[config.mk]
export PLATFORM = sky130hd
export DESIGN_NAME = fpu_pipe
export DESIGN_NICKNAME = d
export VERILOG_FILES = /design/src/common/fpu_pkg.sv /design/src/logic/fpu_decoder.sv /design/src/logic/operand_fwd.sv /design/src/fpu_pipe/fpu_cmp_unit.sv /design/src/fpu_pipe/fpu_pipe.sv
export VERILOG_INCLUDE_DIRS = /design/src /design/src/common
export SDC_FILE = /design/constraint.sdc
export NUM_CORES = 1
export LEC_CHECK = 0
export BUFFER_PORTS_ARGS = -buffer_cell sky130_fd_sc_hd__buf_2
export CORE_ASPECT_RATIO = 0.75
export CORE_MARGIN = 10
export CORE_UTILIZATION = 45
export CTS_BUF_LIST = sky130_fd_sc_hd__clkbuf_4 sky130_fd_sc_hd__clkbuf_8
export DETAILED_ROUTE_END_ITERATION = 16
export PLACE_DENSITY = 0.85
export SLEW_MARGIN = 20
export SYNTH_ARGS = -nofsm -noshare
export SYNTH_HDL_FRONTEND = slang
export SYNTH_SLANG_ARGS = --single-unit
[constraint.sdc]
create_clock -name i_clk -period 4.7 [get_ports i_clk]
set_clock_uncertainty 0.05 [all_clocks]
set_input_delay 0.235 -clock i_clk [delete_from_list [all_inputs] [get_ports i_clk]]
set_output_delay 0.235 -clock i_clk [all_outputs]
set_load 0.03 [all_outputs]
[src/common/fpu_params.svh]
`ifndef FPU_PARAMS_SVH
`define FPU_PARAMS_SVH

// --------------------
// Datapath sizes
// --------------------
`define FPU_FLEN     64
`define FPU_REG_NUM  32
`define FPU_IDX_W    5

// Issue tag, wraps freely
`define FPU_TAG_W    4

// Write-back buses: init, fast, slow
`define FPU_TGT_NUM  3

// Cycles from EX2 to slow result
`define FPU_CMP_LAT  2

`endif

[src/common/fpu_pkg.sv]
`include "fpu_params.svh"

package fpu_pkg;

  typedef enum logic {
    GPR = 1'b0,
    FPR = 1'b1
  } reg_typ_t;

  typedef enum logic [3:0] {
    OP_NONE,
    OP_FMV_X_W,
    OP_FMV_W_X,
    OP_FMV_X_D,
    OP_FMV_D_X,
    OP_FSGNJ_S,
    OP_FSGNJN_S,
    OP_FSGNJX_S,
    OP_FSGNJ_D,
    OP_FSGNJN_D,
    OP_FSGNJX_D,
    OP_FEQ_D,
    OP_FLT_D,
    OP_FLE_D,
    OP_FMIN_D,
    OP_FMAX_D
  } fpu_op_t;

  typedef enum logic {
    PIPE_FAST = 1'b0,
    PIPE_SLOW = 1'b1
  } pipe_sel_t;

  // Architectural register reference
  typedef struct packed {
    logic                  valid;
    reg_typ_t              typ;
    logic [`FPU_IDX_W-1:0] idx;
  } reg_desc_t;

  typedef struct packed {
    logic                  valid;
    logic [`FPU_TAG_W-1:0] tag;
    logic [31:0]           inst;
    reg_desc_t             rs1;
    reg_desc_t             rs2;
    reg_desc_t             wr_reg;
  } issue_t;

  typedef struct packed {
    fpu_op_t   op;
    pipe_sel_t pipe;
  } pipe_ctrl_t;

  typedef struct packed {
    logic                  valid;
    reg_typ_t              rd_type;
    logic [`FPU_IDX_W-1:0] rd_idx;
    logic [`FPU_FLEN-1:0]  rd_data;
  } phy_wr_t;

  // Write-back plus completion info
  typedef struct packed {
    phy_wr_t               wr;
    logic [`FPU_TAG_W-1:0] tag;
    logic [4:0]            fflags;   // NV DZ OF UF NX
  } result_t;

endpackage

[src/logic/fpu_decoder.sv]
module fpu_decoder (
  input  logic [31:0]         i_inst,
  output fpu_pkg::pipe_ctrl_t o_ctrl
);
  import fpu_pkg::*;

  logic [6:0] w_opcode;
  logic [6:0] w_funct7;
  logic [2:0] w_funct3;
  logic [4:0] w_rs2;

  assign w_opcode = i_inst[6:0];
  assign w_funct7 = i_inst[31:25];
  assign w_funct3 = i_inst[14:12];
  assign w_rs2    = i_inst[24:20];

  always_comb begin
    o_ctrl.op   = OP_NONE;
    o_ctrl.pipe = PIPE_FAST;
    if (w_opcode == 7'b1010011) begin  // OP-FP
      case (w_funct7)
        7'b0010000 : begin
          case (w_funct3)
            3'b000  : o_ctrl.op = OP_FSGNJ_S;
            3'b001  : o_ctrl.op = OP_FSGNJN_S;
            3'b010  : o_ctrl.op = OP_FSGNJX_S;
            default : o_ctrl.op = OP_NONE;
          endcase
        end
        7'b0010001 : begin
          case (w_funct3)
            3'b000  : o_ctrl.op = OP_FSGNJ_D;
            3'b001  : o_ctrl.op = OP_FSGNJN_D;
            3'b010  : o_ctrl.op = OP_FSGNJX_D;
            default : o_ctrl.op = OP_NONE;
          endcase
        end
        7'b0010101 : begin
          if (w_funct3 == 3'b000) begin
            o_ctrl = '{op: OP_FMIN_D, pipe: PIPE_SLOW};
          end else if (w_funct3 == 3'b001) begin
            o_ctrl = '{op: OP_FMAX_D, pipe: PIPE_SLOW};
          end
        end
        7'b1010001 : begin
          case (w_funct3)
            3'b010  : o_ctrl = '{op: OP_FEQ_D, pipe: PIPE_SLOW};
            3'b001  : o_ctrl = '{op: OP_FLT_D, pipe: PIPE_SLOW};
            3'b000  : o_ctrl = '{op: OP_FLE_D, pipe: PIPE_SLOW};
            default : o_ctrl = '{op: OP_NONE, pipe: PIPE_FAST};
          endcase
        end
        // Moves need rs2 and funct3 zero
        7'b1110000 : o_ctrl.op = (w_rs2 == '0 && w_funct3 == '0) ? OP_FMV_X_W : OP_NONE;
        7'b1111000 : o_ctrl.op = (w_rs2 == '0 && w_funct3 == '0) ? OP_FMV_W_X : OP_NONE;
        7'b1110001 : o_ctrl.op = (w_rs2 == '0 && w_funct3 == '0) ? OP_FMV_X_D : OP_NONE;
        7'b1111001 : o_ctrl.op = (w_rs2 == '0 && w_funct3 == '0) ? OP_FMV_D_X : OP_NONE;
        default    : o_ctrl.op = OP_NONE;
      endcase
    end
  end

endmodule

[src/logic/operand_fwd.sv]
`include "fpu_params.svh"

module operand_fwd (
  input  fpu_pkg::reg_desc_t   i_src,
  input  fpu_pkg::phy_wr_t     i_tgt[`FPU_TGT_NUM],
  input  logic [`FPU_FLEN-1:0] i_rf_data,
  output logic [`FPU_FLEN-1:0] o_data
);
  import fpu_pkg::*;

  logic [`FPU_TGT_NUM-1:0] w_hit;
  logic [`FPU_FLEN-1:0]    w_fwd_data;
  logic                    w_src_x0;

  // x0 never takes a forwarded value
  assign w_src_x0 = (i_src.typ == GPR) && (i_src.idx == '0);

  always_comb begin
    w_fwd_data = '0;
    for (int t = 0; t < `FPU_TGT_NUM; t++) begin
      w_hit[t] = i_src.valid & ~w_src_x0 & i_tgt[t].valid &
                 (i_tgt[t].rd_type == i_src.typ) &
                 (i_tgt[t].rd_idx == i_src.idx);
      w_fwd_data = w_fwd_data | ({`FPU_FLEN{w_hit[t]}} & i_tgt[t].rd_data);
    end
  end

  assign o_data = (|w_hit) ? w_fwd_data : i_rf_data;  // Bus beats register file

endmodule

[src/fpu_pipe/fpu_cmp_unit.sv]
`include "fpu_params.svh"

module fpu_cmp_unit (
  input  logic                  i_clk,
  input  logic                  i_reset_n,
  input  logic                  i_valid,
  input  fpu_pkg::pipe_ctrl_t   i_ctrl,
  input  logic [`FPU_TAG_W-1:0] i_tag,
  input  fpu_pkg::reg_desc_t    i_rd,
  input  logic [`FPU_FLEN-1:0]  i_rs1,
  input  logic [`FPU_FLEN-1:0]  i_rs2,
  output fpu_pkg::result_t      o_res
);
  import fpu_pkg::*;

  typedef struct packed {
    logic nan1;
    logic nan2;
    logic snan;       // Either input
    logic both_zero;
    logic lt;         // Total order, -0 below +0
    logic eq;         // Bitwise
  } cls_t;

  typedef struct packed {
    logic                  valid;
    logic [`FPU_TAG_W-1:0] tag;
    reg_desc_t             rd;
    fpu_op_t               op;
  } meta_t;

  cls_t                 w_cls;
  cls_t                 r_cls;
  meta_t                w_meta;
  meta_t                r_meta[`FPU_CMP_LAT];
  logic [`FPU_FLEN-1:0] r_rs1;
  logic [`FPU_FLEN-1:0] r_rs2;
  logic                 w_any_nan;
  logic                 w_flt;
  logic                 w_feq;
  logic [`FPU_FLEN-1:0] w_res_data;
  logic [4:0]           w_res_flags;
  logic [`FPU_FLEN-1:0] r_res_data;
  logic [4:0]           r_res_flags;

  function automatic logic is_nan(logic [63:0] v);
    return (&v[62:52]) & (|v[51:0]);
  endfunction

  function automatic logic is_snan(logic [63:0] v);
    return is_nan(v) & ~v[51];
  endfunction

  // --------------------
  // Stage 1 classify
  // --------------------
  always_comb begin
    w_cls.nan1      = is_nan(i_rs1);
    w_cls.nan2      = is_nan(i_rs2);
    w_cls.snan      = is_snan(i_rs1) | is_snan(i_rs2);
    w_cls.both_zero = ~(|i_rs1[62:0]) & ~(|i_rs2[62:0]);
    w_cls.eq        = (i_rs1 == i_rs2);
    if (i_rs1[63] != i_rs2[63]) begin
      w_cls.lt = i_rs1[63];
    end else if (i_rs1[63]) begin
      w_cls.lt = i_rs1[62:0] > i_rs2[62:0];  // Both negative
    end else begin
      w_cls.lt = i_rs1[62:0] < i_rs2[62:0];
    end
  end

  always_comb begin
    w_meta.valid = i_valid;
    w_meta.tag   = i_tag;
    w_meta.rd    = i_rd;
    w_meta.op    = i_ctrl.op;
  end

  always_ff @(posedge i_clk, negedge i_reset_n) begin
    if (!i_reset_n) begin
      for (int s = 0; s < `FPU_CMP_LAT; s++) begin
        r_meta[s] <= '0;
      end
    end else begin
      r_meta[0] <= w_meta;
      for (int s = 1; s < `FPU_CMP_LAT; s++) begin
        r_meta[s] <= r_meta[s-1];
      end
    end
  end

  always_ff @(posedge i_clk) begin
    r_cls <= w_cls;
    r_rs1 <= i_rs1;
    r_rs2 <= i_rs2;
  end

  // --------------------
  // Stage 2 result
  // --------------------
  assign w_any_nan = r_cls.nan1 | r_cls.nan2;
  assign w_flt     = ~w_any_nan & r_cls.lt & ~r_cls.both_zero;  // IEEE, zeros equal
  assign w_feq     = ~w_any_nan & (r_cls.eq | r_cls.both_zero);

  always_comb begin
    w_res_data  = '0;
    w_res_flags = '0;
    case (r_meta[0].op)
      OP_FEQ_D : begin
        w_res_data     = {{(`FPU_FLEN-1){1'b0}}, w_feq};
        w_res_flags[4] = r_cls.snan;  // Quiet compare
      end
      OP_FLT_D : begin
        w_res_data     = {{(`FPU_FLEN-1){1'b0}}, w_flt};
        w_res_flags[4] = r_cls.snan | w_any_nan;
      end
      OP_FLE_D : begin
        w_res_data     = {{(`FPU_FLEN-1){1'b0}}, w_flt | w_feq};
        w_res_flags[4] = r_cls.snan | w_any_nan;
      end
      OP_FMIN_D,
      OP_FMAX_D : begin
        w_res_flags[4] = r_cls.snan;
        if (r_cls.nan1 && r_cls.nan2) begin
          w_res_data = 64'h7ff80000_00000000;
        end else if (r_cls.nan1) begin
          w_res_data = r_rs2;
        end else if (r_cls.nan2) begin
          w_res_data = r_rs1;
        end else if ((r_meta[0].op == OP_FMIN_D) == r_cls.lt) begin
          w_res_data = r_rs1;
        end else begin
          w_res_data = r_rs2;
        end
      end
      default : w_res_data = '0;
    endcase
  end

  always_ff @(posedge i_clk) begin
    r_res_data  <= w_res_data;
    r_res_flags <= w_res_flags;
  end

  always_comb begin
    o_res.wr.valid   = r_meta[`FPU_CMP_LAT-1].valid;
    o_res.wr.rd_type = r_meta[`FPU_CMP_LAT-1].rd.typ;
    o_res.wr.rd_idx  = r_meta[`FPU_CMP_LAT-1].rd.idx;
    o_res.wr.rd_data = r_res_data;
    o_res.tag        = r_meta[`FPU_CMP_LAT-1].tag;
    o_res.fflags     = r_res_flags;
  end

endmodule

[src/fpu_pipe/fpu_pipe.sv]
`include "fpu_params.svh"

module fpu_pipe (
  input  logic                  i_clk,
  input  logic                  i_reset_n,
  input  fpu_pkg::issue_t       i_issue,
  output fpu_pkg::reg_typ_t     o_rd_typ[2],
  output logic [`FPU_IDX_W-1:0] o_rd_idx[2],
  input  logic [`FPU_FLEN-1:0]  i_rd_data[2],
  input  fpu_pkg::phy_wr_t      i_tgt[`FPU_TGT_NUM],
  output fpu_pkg::result_t      o_fast_res,
  output fpu_pkg::result_t      o_slow_res
);
  import fpu_pkg::*;

  pipe_ctrl_t           w_ex0_ctrl;
  pipe_ctrl_t           r_ex1_ctrl;
  pipe_ctrl_t           r_ex2_ctrl;
  pipe_ctrl_t           r_ex3_ctrl;
  issue_t               r_ex1_issue;
  issue_t               r_ex2_issue;
  issue_t               r_ex3_issue;

  logic [`FPU_FLEN-1:0] r_ex2_rs1;
  logic [`FPU_FLEN-1:0] r_ex2_rs2;
  logic [`FPU_FLEN-1:0] w_ex2_rs1;
  logic [`FPU_FLEN-1:0] w_ex2_rs2;
  logic [`FPU_FLEN-1:0] w_ex2_rs1_box;
  logic [`FPU_FLEN-1:0] w_ex2_rs2_box;
  logic [`FPU_FLEN-1:0] w_ex2_res;
  logic [`FPU_FLEN-1:0] r_ex3_res;

  // --------------------
  // EX0
  // --------------------
  fpu_decoder u_decoder (
    .i_inst (i_issue.inst),
    .o_ctrl (w_ex0_ctrl)
  );

  always_ff @(posedge i_clk, negedge i_reset_n) begin
    if (!i_reset_n) begin
      r_ex1_issue <= '0;
      r_ex2_issue <= '0;
      r_ex3_issue <= '0;
      r_ex1_ctrl  <= '0;
      r_ex2_ctrl  <= '0;
      r_ex3_ctrl  <= '0;
    end else begin
      r_ex1_issue <= i_issue;
      r_ex2_issue <= r_ex1_issue;
      r_ex3_issue <= r_ex2_issue;
      r_ex1_ctrl  <= w_ex0_ctrl;
      r_ex2_ctrl  <= r_ex1_ctrl;
      r_ex3_ctrl  <= r_ex2_ctrl;
    end
  end

  // --------------------
  // EX1 register read
  // --------------------
  assign o_rd_typ[0] = r_ex1_issue.rs1.typ;
  assign o_rd_idx[0] = r_ex1_issue.rs1.idx;
  assign o_rd_typ[1] = r_ex1_issue.rs2.typ;
  assign o_rd_idx[1] = r_ex1_issue.rs2.idx;

  always_ff @(posedge i_clk) begin
    r_ex2_rs1 <= i_rd_data[0];
    r_ex2_rs2 <= i_rd_data[1];
  end

  // --------------------
  // EX2
  // --------------------
  operand_fwd u_fwd_rs1 (
    .i_src     (r_ex2_issue.rs1),
    .i_tgt     (i_tgt),
    .i_rf_data (r_ex2_rs1),
    .o_data    (w_ex2_rs1)
  );

  operand_fwd u_fwd_rs2 (
    .i_src     (r_ex2_issue.rs2),
    .i_tgt     (i_tgt),
    .i_rf_data (r_ex2_rs2),
    .o_data    (w_ex2_rs2)
  );

  // Unboxed singles read as canonical NaN
  assign w_ex2_rs1_box = (&w_ex2_rs1[63:32]) ? w_ex2_rs1 : 64'hffffffff_7fc00000;
  assign w_ex2_rs2_box = (&w_ex2_rs2[63:32]) ? w_ex2_rs2 : 64'hffffffff_7fc00000;

  always_comb begin
    case (r_ex2_ctrl.op)
      OP_FMV_X_W  : w_ex2_res = {{32{w_ex2_rs1[31]}}, w_ex2_rs1[31:0]};
      OP_FMV_W_X  : w_ex2_res = {32'hffffffff, w_ex2_rs1[31:0]};
      OP_FMV_X_D,
      OP_FMV_D_X  : w_ex2_res = w_ex2_rs1;
      OP_FSGNJ_S  : w_ex2_res = {w_ex2_rs1_box[63:32], w_ex2_rs2_box[31], w_ex2_rs1_box[30:0]};
      OP_FSGNJN_S : w_ex2_res = {w_ex2_rs1_box[63:32], ~w_ex2_rs2_box[31], w_ex2_rs1_box[30:0]};
      OP_FSGNJX_S : begin
        w_ex2_res = {w_ex2_rs1_box[63:32], w_ex2_rs1_box[31] ^ w_ex2_rs2_box[31],
                     w_ex2_rs1_box[30:0]};
      end
      OP_FSGNJ_D  : w_ex2_res = {w_ex2_rs2[63], w_ex2_rs1[62:0]};
      OP_FSGNJN_D : w_ex2_res = {~w_ex2_rs2[63], w_ex2_rs1[62:0]};
      OP_FSGNJX_D : w_ex2_res = {w_ex2_rs1[63] ^ w_ex2_rs2[63], w_ex2_rs1[62:0]};
      default     : w_ex2_res = '0;  // Slow ops and OP_NONE
    endcase
  end

  fpu_cmp_unit u_cmp_unit (
    .i_clk     (i_clk),
    .i_reset_n (i_reset_n),
    .i_valid   (r_ex2_issue.valid & (r_ex2_ctrl.pipe == PIPE_SLOW)),
    .i_ctrl    (r_ex2_ctrl),
    .i_tag     (r_ex2_issue.tag),
    .i_rd      (r_ex2_issue.wr_reg),
    .i_rs1     (w_ex2_rs1),
    .i_rs2     (w_ex2_rs2),
    .o_res     (o_slow_res)
  );

  // --------------------
  // EX3
  // --------------------
  always_ff @(posedge i_clk) begin
    r_ex3_res <= w_ex2_res;
  end

  always_comb begin
    o_fast_res.wr.valid   = r_ex3_issue.valid & (r_ex3_ctrl.pipe == PIPE_FAST);
    o_fast_res.wr.rd_type = r_ex3_issue.wr_reg.typ;
    o_fast_res.wr.rd_idx  = r_ex3_issue.wr_reg.idx;
    o_fast_res.wr.rd_data = r_ex3_res;
    o_fast_res.tag        = r_ex3_issue.tag;
    o_fast_res.fflags     = '0;  // Moves and sign injection never raise
  end

endmodule

==> results of run 1 <==
## placed cells by master, fill, tap and decap left out, drive strengths merged, types with 8 or more instances in the layout
cell         instances
diode               37
or4                  9
nand2              240
clkbuf             114
ha                  53
dfrtp               88
and4                 8
nand3               70
xnor2               40
conb                 9
a21oi              159
a222oi              48
a21o                24
o21ai               97
a211oi               9
a31oi               10
a22o                32
and2                29
dfxtp              391
nor3                48
a21boi              11
xor2                 9
nor2b               14
inv                122
nand2b              15
dlygate4sd3        197
nor4                45
or2                 11
o22ai               15
buf                749
nand4               40
o21a                20
nor2                89
a22oi               35
## layer usage
| layer | vias to the layer above | global-route usage | share of wire |
|---|---|---|---|
| met5 | - | 0 | 0.0016 |
| met4 | 22 | 0.195 | 0.053 |
| met3 | 362 | 0.142 | 0.14 |
| met2 | 1623 | 0.532 | 0.43 |
| met1 | 9622 | 0.449 | 0.38 |
| li1 | 8885 | - | - |
## power groups by stage
stage	combinational (mW)	clock (mW)	sequential, mW
after CTS	1.14	3.83	4.33
after global placement	0.987	0	4.41
after floorplan	0.488	0	4.37
final	1.19	3.83	4.34
after detailed placement	1.00	0	4.41
after global routing	1.27	4.02	4.34
## flip-flops by register name, summed over array words and instances, names as in the netlist, 6 cells and up
register               count
r_ex3_res                 64
o_rd_idx                  10
r_ex2_issue               25
u_cmp_unit.r_meta         15
r_ex2_rs2                 64
r_ex2_rs1                 64
u_cmp_unit.o_res          11
u_cmp_unit.r_cls           6
u_cmp_unit.r_res_data     64
u_cmp_unit.r_rs1          64
r_ex1_issue               13
u_cmp_unit.r_rs2          64
## cell type report
| cell class | instances | area [um^2] |
|---|---|---|
| fill | 3307 | 14000 |
| sequential | 479 | 10000 |
| multi-input combinational | 1266 | 7900 |
| timing repair buffer | 947 | 6390 |
| clock buffer | 113 | 1420 |
| tap | 561 | 702 |
| inverter | 119 | 447 |
| clock inverter | 15 | 189 |
| antenna | 37 | 92.6 |
## worst reg2reg max path: cells and delay by family, from the launching register on
family | cells | cell delay [ps]
compound gates | 9 | 1950
fa+ha+maj | 1 | 240
simple gates | 6 | 1200
flops | 1 | 380
buf+inv | 5 | 790
## timing repair
action,in CTS,in global routing
resized for setup,4,21
pin swaps,2,13
gates cloned,0,1
endpoints found under the setup margin,1,7
setup buffers,1,5
hold endpoints to repair,221,0
hold buffers,197,0
## kinds of logic after synthesis
group | after synthesis
other | 1
adder cells (fa/ha/maj) | 55
flip-flops | 479
XOR/XNOR | 49
buffers and inverters | 266
multiplexers | 5
AO/OA/AOI/OAI | 504
AND/OR/NAND/NOR | 644
## stage by stage
step | total power, mW | util | setup TNS [ps]
2_1_floorplan | 4.86 | - | -186
3_3_place_gp | 5.40 | 0.567 | 0
3_5_place_dp | 5.42 | 0.567 | -69.7
4_1_cts | 9.30 | 0.654 | 0
5_1_grt | 9.63 | 0.660 | -139
6_report | 9.36 | 0.660 | 0
## worst max path at each step
stage / end / slack, ps / cells after the start
floorplan: u_cmp_unit.r_cls[1] / -190 / 24
global placement: u_cmp_unit.r_cls[1] / 20 / 23
detailed placement: u_cmp_unit.r_cls[1] / -70 / 22
CTS: u_cmp_unit.r_cls[1] / 3 / 22
global route: u_cmp_unit.r_cls[1] / -140 / 20
finish: u_cmp_unit.r_cls[1] / 3 / 21
==> summary.md, run 1 <==
In this run the remaining antenna-violating nets after routing total 0. The static leakage was 12.8 nW. The path with the worst hold slack has its endpoint at u_cmp_unit.r_rs2[42]. Setup violations remaining at the end of the flow were counted as 0. The startpoint identified for the worst register-to-register timing path is r_ex2_issue[7]. Static timing analysis puts the maximum clock frequency at 213 MHz. The total number of nets in the final design is 3340, and the post-layout worst setup margin is 3.36 ps. The tools report the fraction of power consumed by sequential logic as 0.463. Before CTS, the worst setup slack after placement is -69.7 ps. The worst hold path passes through 3 cells.

The post-synthesis async set-or-reset flop share is 0.184, and the die boundary height is 198 um. Compared with the post-synthesis result, the final layout area differs by 43.6%. Dominant combinational cell family by area after synthesis: compound AO/OA/AOI/OAI gates.

The post-synthesis simple-gate area fraction was 0.167; the transition time of the tightest slew-check pin was 935 ps. For this design the ratio of total power to cell area is 345 mW/mm^2. The critical path goes through or4_4, o31ai_4, buf_6, nor3_4, buf_12, buf_4, a222oi_1, nand2_1, o21ai_0, buf_4, ha_1, nand4_1, nor4_4, and3_1, buf_4, a221oi_1, o21ai_1, a221oi_2, o21ai_2, o21a_1, a21oi_1. The tree is rooted in a clkbuf_8. The tools report the global-route usage over all layers as 0.361. Among all cell types in the netlist, the one instantiated most often is dfxtp_1. TritonCTS built the clock tree.

The number of max-slew violations in the final report is 0. The capturing element type of the critical path is a flop. The depth of the worst register-to-register path works out to 21. STA classifies the critical path startpoint as a flop. The count of distinct cell types in the synthesized netlist was 75. The number of non-filler instances in the completed layout was 3537. The via count of the first global-routing pass is 20500, and the final estimated routing congestion in global placement is 1.05.

The synthesized design spends more area on one cell type than any other, namely dfxtp_1. Clock-pin slew was measured on the worst setup and hold paths at 70 ps. The floorplan step defined a die boundary enclosing 0.0507 mm^2.

The HPWL after detailed placement was 74.2 mm; the cell total after placement was 3168. Global routing finished with a remaining overflow of 0. The area share of the largest cell type after synthesis was 0.414; the wire length per cell was 27.1 um.

The net switching share of the total power was 0.268. The number of buffers inserted during clock tree synthesis came out at 73. The summed area of non-filler cells in the final layout was 0.0272 mm^2; the share of post-route cells with drive strength above 1 was 0.316.

The classification of the worst-slack hold path was primary input to flop. Setup repair after global routing could not meet its margin everywhere. The number of placement rows was 64. The area fraction in compound gates after synthesis came out at 0.178.

The tools report the endpoint of the worst register-to-register path as u_cmp_unit.r_cls[1]. For this block, the via count after detailed routing is 20500. For the count of endpoints failing hold in the final timing report, the log shows 0.

By instance count, the cell type seen most on the critical path is buf_4. Counting flops with a built-in enable in the synthesized netlist gives 0. Subtracting the final worst setup slack from the clock period gives 4700 ps. By count the netlist is led by dfxtp_1 (391), nand2_1 (240), a21oi_1 (159).

Summed over all nets, the switching power comes to 2.51 mW. Initial core utilization: 0.460. The start point of the worst min-delay path was i_tgt[113]. After the first detailed-routing iteration, the DRC count stood at 2951. Grouping stages by cell kind, the critical path spends the most delay in compound AO/OA/AOI/OAI gates. The critical path contains buffers and inverters numbering 5 combined. The share of the synthesized netlist area taken by xor and xnor gates is 0.0227. During placement, the flow inserted port buffers numbering 552.

The combinational cell fraction of total power was 0.128; the number of antenna violations at the first check in global routing was 47. The tools report the minimum hold slack as 13.1 ps. Summing all placed instances gives a cell area of 0.0233 mm^2.

The first detailed-routing pass ran for 10 iterations. The clock passes through at most 3 buffers. The run gives 2003 as the count of mapped cells out of synthesis.

The post-route fraction of the period consumed by the critical path is 0.999, and the detailed-route DRC error count is 0. The mux contribution to synthesized area was 0.00298; the arrival time reported for the critical path endpoint was 5210 ps. The relative slew slack is 0.375, and the highest cell delay on the worst timing path is 550 ps. IR analysis of the VDD net gives a maximum drop of 301 uV. The floorplan step defined a core boundary enclosing 0.0412 mm^2. In this run the worst setup path begins at r_ex2_issue[7]. The number of synthesized register bits came out at 479. The run gives 5210 ps as the data required time at the worst endpoint. The start-to-end type of the worst setup path was flop to flop. Top fanout value on the critical path: 9. The proportion of synthesized chip area in sequential cells was 0.530; the overall die width was 257 um.

The flow ran to the end, and the final reports show no timing, DRC or antenna violations. The clock tree synthesis step divided the H-tree into 3 levels. Post-synthesis share of cell area spent on full adders, half adders and majority gates: 0.0363. Among all flip-flop cells after synthesis, the most frequent one is dfxtp_1.

The clock sink count came out at 479. The later pin in the worst-skew pair is clocked with a latency of 660 ps. The first-pass GRT wire length is 136 mm, and the netlist area before placement is 0.0189 mm^2. Internal power contribution: 6.85 mW. Across all register-to-register paths, the minimum setup slack is 3 ps. The Yosys warning count came out at 0.

Each instance of the synthesized netlist takes up on average 9.44 um^2. The slowest cell on the critical path is or4_4. The max-capacitance violation count was 0. The tools report the final wirelength as 95.7 mm.

By area the synthesized netlist is led by dfxtp_1 (41%), dfrtp_1 (12%), nand2_1 (4.8%). Entering global routing, the biggest net connects 55 pins. The part of the power in the clock network was 0.409; the via-per-instance ratio was 5.80. For this design the top-level I/O count stands at 573.
No activity file was read; power rests on OpenSTA's default activity.
==> run 2, diff against run 1 <==
Settings changed: CORE_ASPECT_RATIO 0.75 to unset.
==> summary.md, run 2 (synthesis gave the netlist of run 1 again) <==
The internal power contribution was 7.16 mW (was 6.85 mW). The max-capacitance violation count was 0 (unchanged); the shortest clock period the worst path allows after layout was 4840 ps (was 4700 ps). Number of H-tree levels: 3 (unchanged). The clock transition at the registers of the reported paths came out at 60 ps (was 70 ps). For the number of placement rows, the log shows 75 (was 64). For the total number of nets in the final design, the log shows 3368 (was 3340). The HPWL after detailed placement is 75.1 mm (was 74.2 mm), and the highest achievable clock rate is 207 MHz (was 213 MHz). TritonCTS built the clock tree.

The final wirelength was 95.9 mm (was 95.7 mm); the power per unit of standard cell area was 353 mW/mm^2 (was 345 mW/mm^2). The clock root buffer master was clkbuf_8 (unchanged). Setup repair after global routing could not meet its margin everywhere.

The run gives -139 ps (was 3.36 ps) as the post-layout worst setup margin. The logs give 0 (unchanged) for the number of nets still failing antenna checks after routing and 0.364 (was 0.361) for the global-route usage over all layers. The kind of launch point of the worst setup path was a flop (unchanged). The run gives 9 (was 10) as the detailed-router iteration count before antenna repair. The starting DRC count in detailed routing was 2897 (was 2951). The checks that failed: setup timing.

Net load switching power: 2.56 mW (was 2.51 mW). The highest ir drop seen on vdd was 395 uV (was 301 uV); the post-placement setup slack was -185 ps (was -69.7 ps). For the via count of the routed design, the log shows 20500 (about the same). The share of post-route cells with drive strength above 1 was 0.331 (was 0.316); the number of buffers inserted during clock tree synthesis was 80 (was 73). The data required time at the worst endpoint was 5210 ps (about the same); the relative slew slack was 0.346 (was 0.375). The post-route fraction of the period consumed by the critical path was 1.03 (was 0.999). Slowest cell on the critical path: or4_4 (unchanged). The setup TNS was -139 ps (was 0 ps). The run gives 0.453 (was 0.460) as the initial core utilization. The number of primary I/O pins was 573 (unchanged); the via-per-instance ratio was 5.79 (was 5.80).

The number of setup violations in the final report was 1 (was 0). The latest clock arrival within the worst-skew pair came out at 650 ps (was 660 ps). The part of the power in the clock network was 0.429 (was 0.409); the top fanout value on the critical path was 10 (was 9).

Most frequent standard cell in the layout excluding fill and tap cells: buf_2 (unchanged). Combinational cell fraction of total power: 0.125 (was 0.128). The wire length per cell works out to 27.1 um (about the same). Highest-count cells in the layout ignoring fill and taps: buf_2 (551), dfxtp_1 (391), nand2_1 (239) (was buf_2 (552), dfxtp_1 (391), nand2_1 (239)). Maximum buffer depth of the clock tree: 3 (unchanged).

The count of endpoints failing hold in the final timing report was 0 (unchanged). The run gives 0 (unchanged) as the remaining global-route overflow. The highest cell delay on the worst timing path is 560 ps (was 550 ps). The fraction of power consumed by sequential logic is 0.446 (was 0.463). The flow ran to the end, but the final reports show violations. The maximum number of pins on one net before global-route repair came out at 57 (was 55). The tools report the number of antenna violations at the first check in global routing as 24 (was 47).

The die boundary height was 225 um (was 198 um). Static leakage: 13.1 nW (was 12.8 nW). The family of cells with the greatest summed delay on the critical path was compound AO/OA/AOI/OAI gates (unchanged). For the via count of the first global-routing pass, the log shows 20400 (was 20500). Classification of the worst-slack hold path: primary input to flop (unchanged).

The transition time of the tightest slew-check pin was 976 ps (was 935 ps); the detailed-route DRC error count was 0 (unchanged). The synthesis-to-finish area growth was 45.8% (was 43.6%). Chain of cells forming the critical path: or4_4, o31ai_4, buf_12, nor3_4, buf_12, buf_16, a222oi_1, buf_4, a21oi_1, inv_1, ha_1, a21o_1, a21o_1, a21oi_2, nor2_1, a211oi_2, o21a_1, o21ai_0, a221oi_2, buf_4, o21ai_2, o21a_1, a21oi_1 (was or4_4, o31ai_4, buf_6, nor3_4, buf_12, buf_4, a222oi_1, nand2_1, o21ai_0, buf_4, ha_1, nand4_1, nor4_4, and3_1, buf_4, a221oi_1, o21ai_1, a221oi_2, o21ai_2, o21a_1, a21oi_1).

The tools report the standard cell core area as 0.0418 mm^2 (was 0.0412 mm^2). The net switching share of the total power came out at 0.264 (was 0.268). The depth of the worst register-to-register path came out at 23 (was 21). Number of max-slew violations in the final report: 0 (unchanged). The run gives 136 mm (about the same) as the first-pass GRT wire length. The clock sink count is 479 (unchanged), and the total buffers and inverters traversed by the critical path is 6 (was 5). The count of input and output buffers is 552 (unchanged).

The hold-critical path depth came out at 4 (was 3). For the arrival time reported for the critical path endpoint, the log shows 5350 ps (was 5210 ps). For the area enclosed by the die boundary, the log shows 0.0506 mm^2 (was 0.0507 mm^2). The capturing element type of the critical path is a flop (unchanged).

The overall die width was 225 um (was 257 um); the count of cell instances traversed by the critical path was 23 (was 21). The run gives 1.04 (was 1.05) as the final estimated routing congestion in global placement. The start-to-end type of the worst setup path was flop to flop (unchanged).
run 2: cell count changes in the layout (fill, tap and decap cells not counted), moves of 5 or more:
| cell | before | now |
|---|---|---|
| diode_2 | 37 | 18 |
| dlygate4sd3_1 | 197 | 187 |
| clkinv_2 | 5 | 13 |
| o21ai_0 | 88 | 93 |
| buf_4 | 183 | 208 |
| o21ai_1 | 8 | 3 |
| clkbuf_8 | 91 | 97 |
| buf_12 | 11 | 17 |
run 2: final cells by class:
type                            count  area, um^2
Fill cell                        3285       14200
Sequential cell                   479       10000
Multi-Input combinational cell   1267        7960
Timing Repair Buffer              967        6610
Clock buffer                      120        1510
Tap cell                          539         674
Inverter                          119         447
Clock inverter                     26         309
Antenna cell                       18        45.0
run 2: worst paths after layout:
| path | start | to | slack (ps) |
|---|---|---|---|
| max | r_ex2_issue[9] | u_cmp_unit.r_cls[1] | -140 |
| max reg2reg | r_ex2_issue[9] | u_cmp_unit.r_cls[1] | -140 |
| min in group asynchronous | i_reset_n | o_rd_typ[0] | 590 |
| min reg2reg | r_ex2_issue[0] | u_cmp_unit.r_meta[20] | 290 |
| min | i_tgt[15] | u_cmp_unit.r_rs2[15] | 50 |
| max in group asynchronous | i_reset_n | r_ex2_issue[16] | 2680 |
run 2: metal layers:
metal  GRT usage  vias to the layer above  part of all wire
li1            -                     8925                 -
met1       0.473                     9755              0.39
met2       0.569                     1511              0.45
met3      0.0877                      256              0.11
met4       0.151                        8             0.040
met5           0                        -           0.00048
run 2: power groups by stage:
stage	Sequential [mW]	Combinational, mW	Clock (mW)
finish	4.34	1.21	4.18
floorplan	4.37	0.488	0
CTS	4.33	1.16	4.18
global route	4.34	1.29	4.38
global placement	4.41	1.02	0
detailed placement	4.41	1.03	0
run 2: what timing repair did:
action                                  4_1_cts  5_1_grt
hold buffers                                187        0
pin swaps                                     9       14
buffers inserted                              2       10
hold endpoints to repair                    211        0
endpoints found under the setup margin        1        2
gates resized for setup                       7       21
gates cloned                                  0        2
run 2: per-stage QoR:
stage,instance area [um^2],hold slack [ps],std cells,power [mW],utilization
after CTS,27300,1.60,3505,9.67,0.654
after global routing,27600,37.4,3531,10.0,0.660
after detailed placement,23600,140,3170,5.45,0.565
final,27600,45.5,3535,9.73,0.660
after global placement,23600,133,3170,5.43,0.565
after floorplan,19000,-111,2011,4.86,-
run 2: tightest hold or removal path, cell delays in order:
cell and delay [ps]:
buf_2 110, a222oi_1 100, and2_1 200, inv_1 50
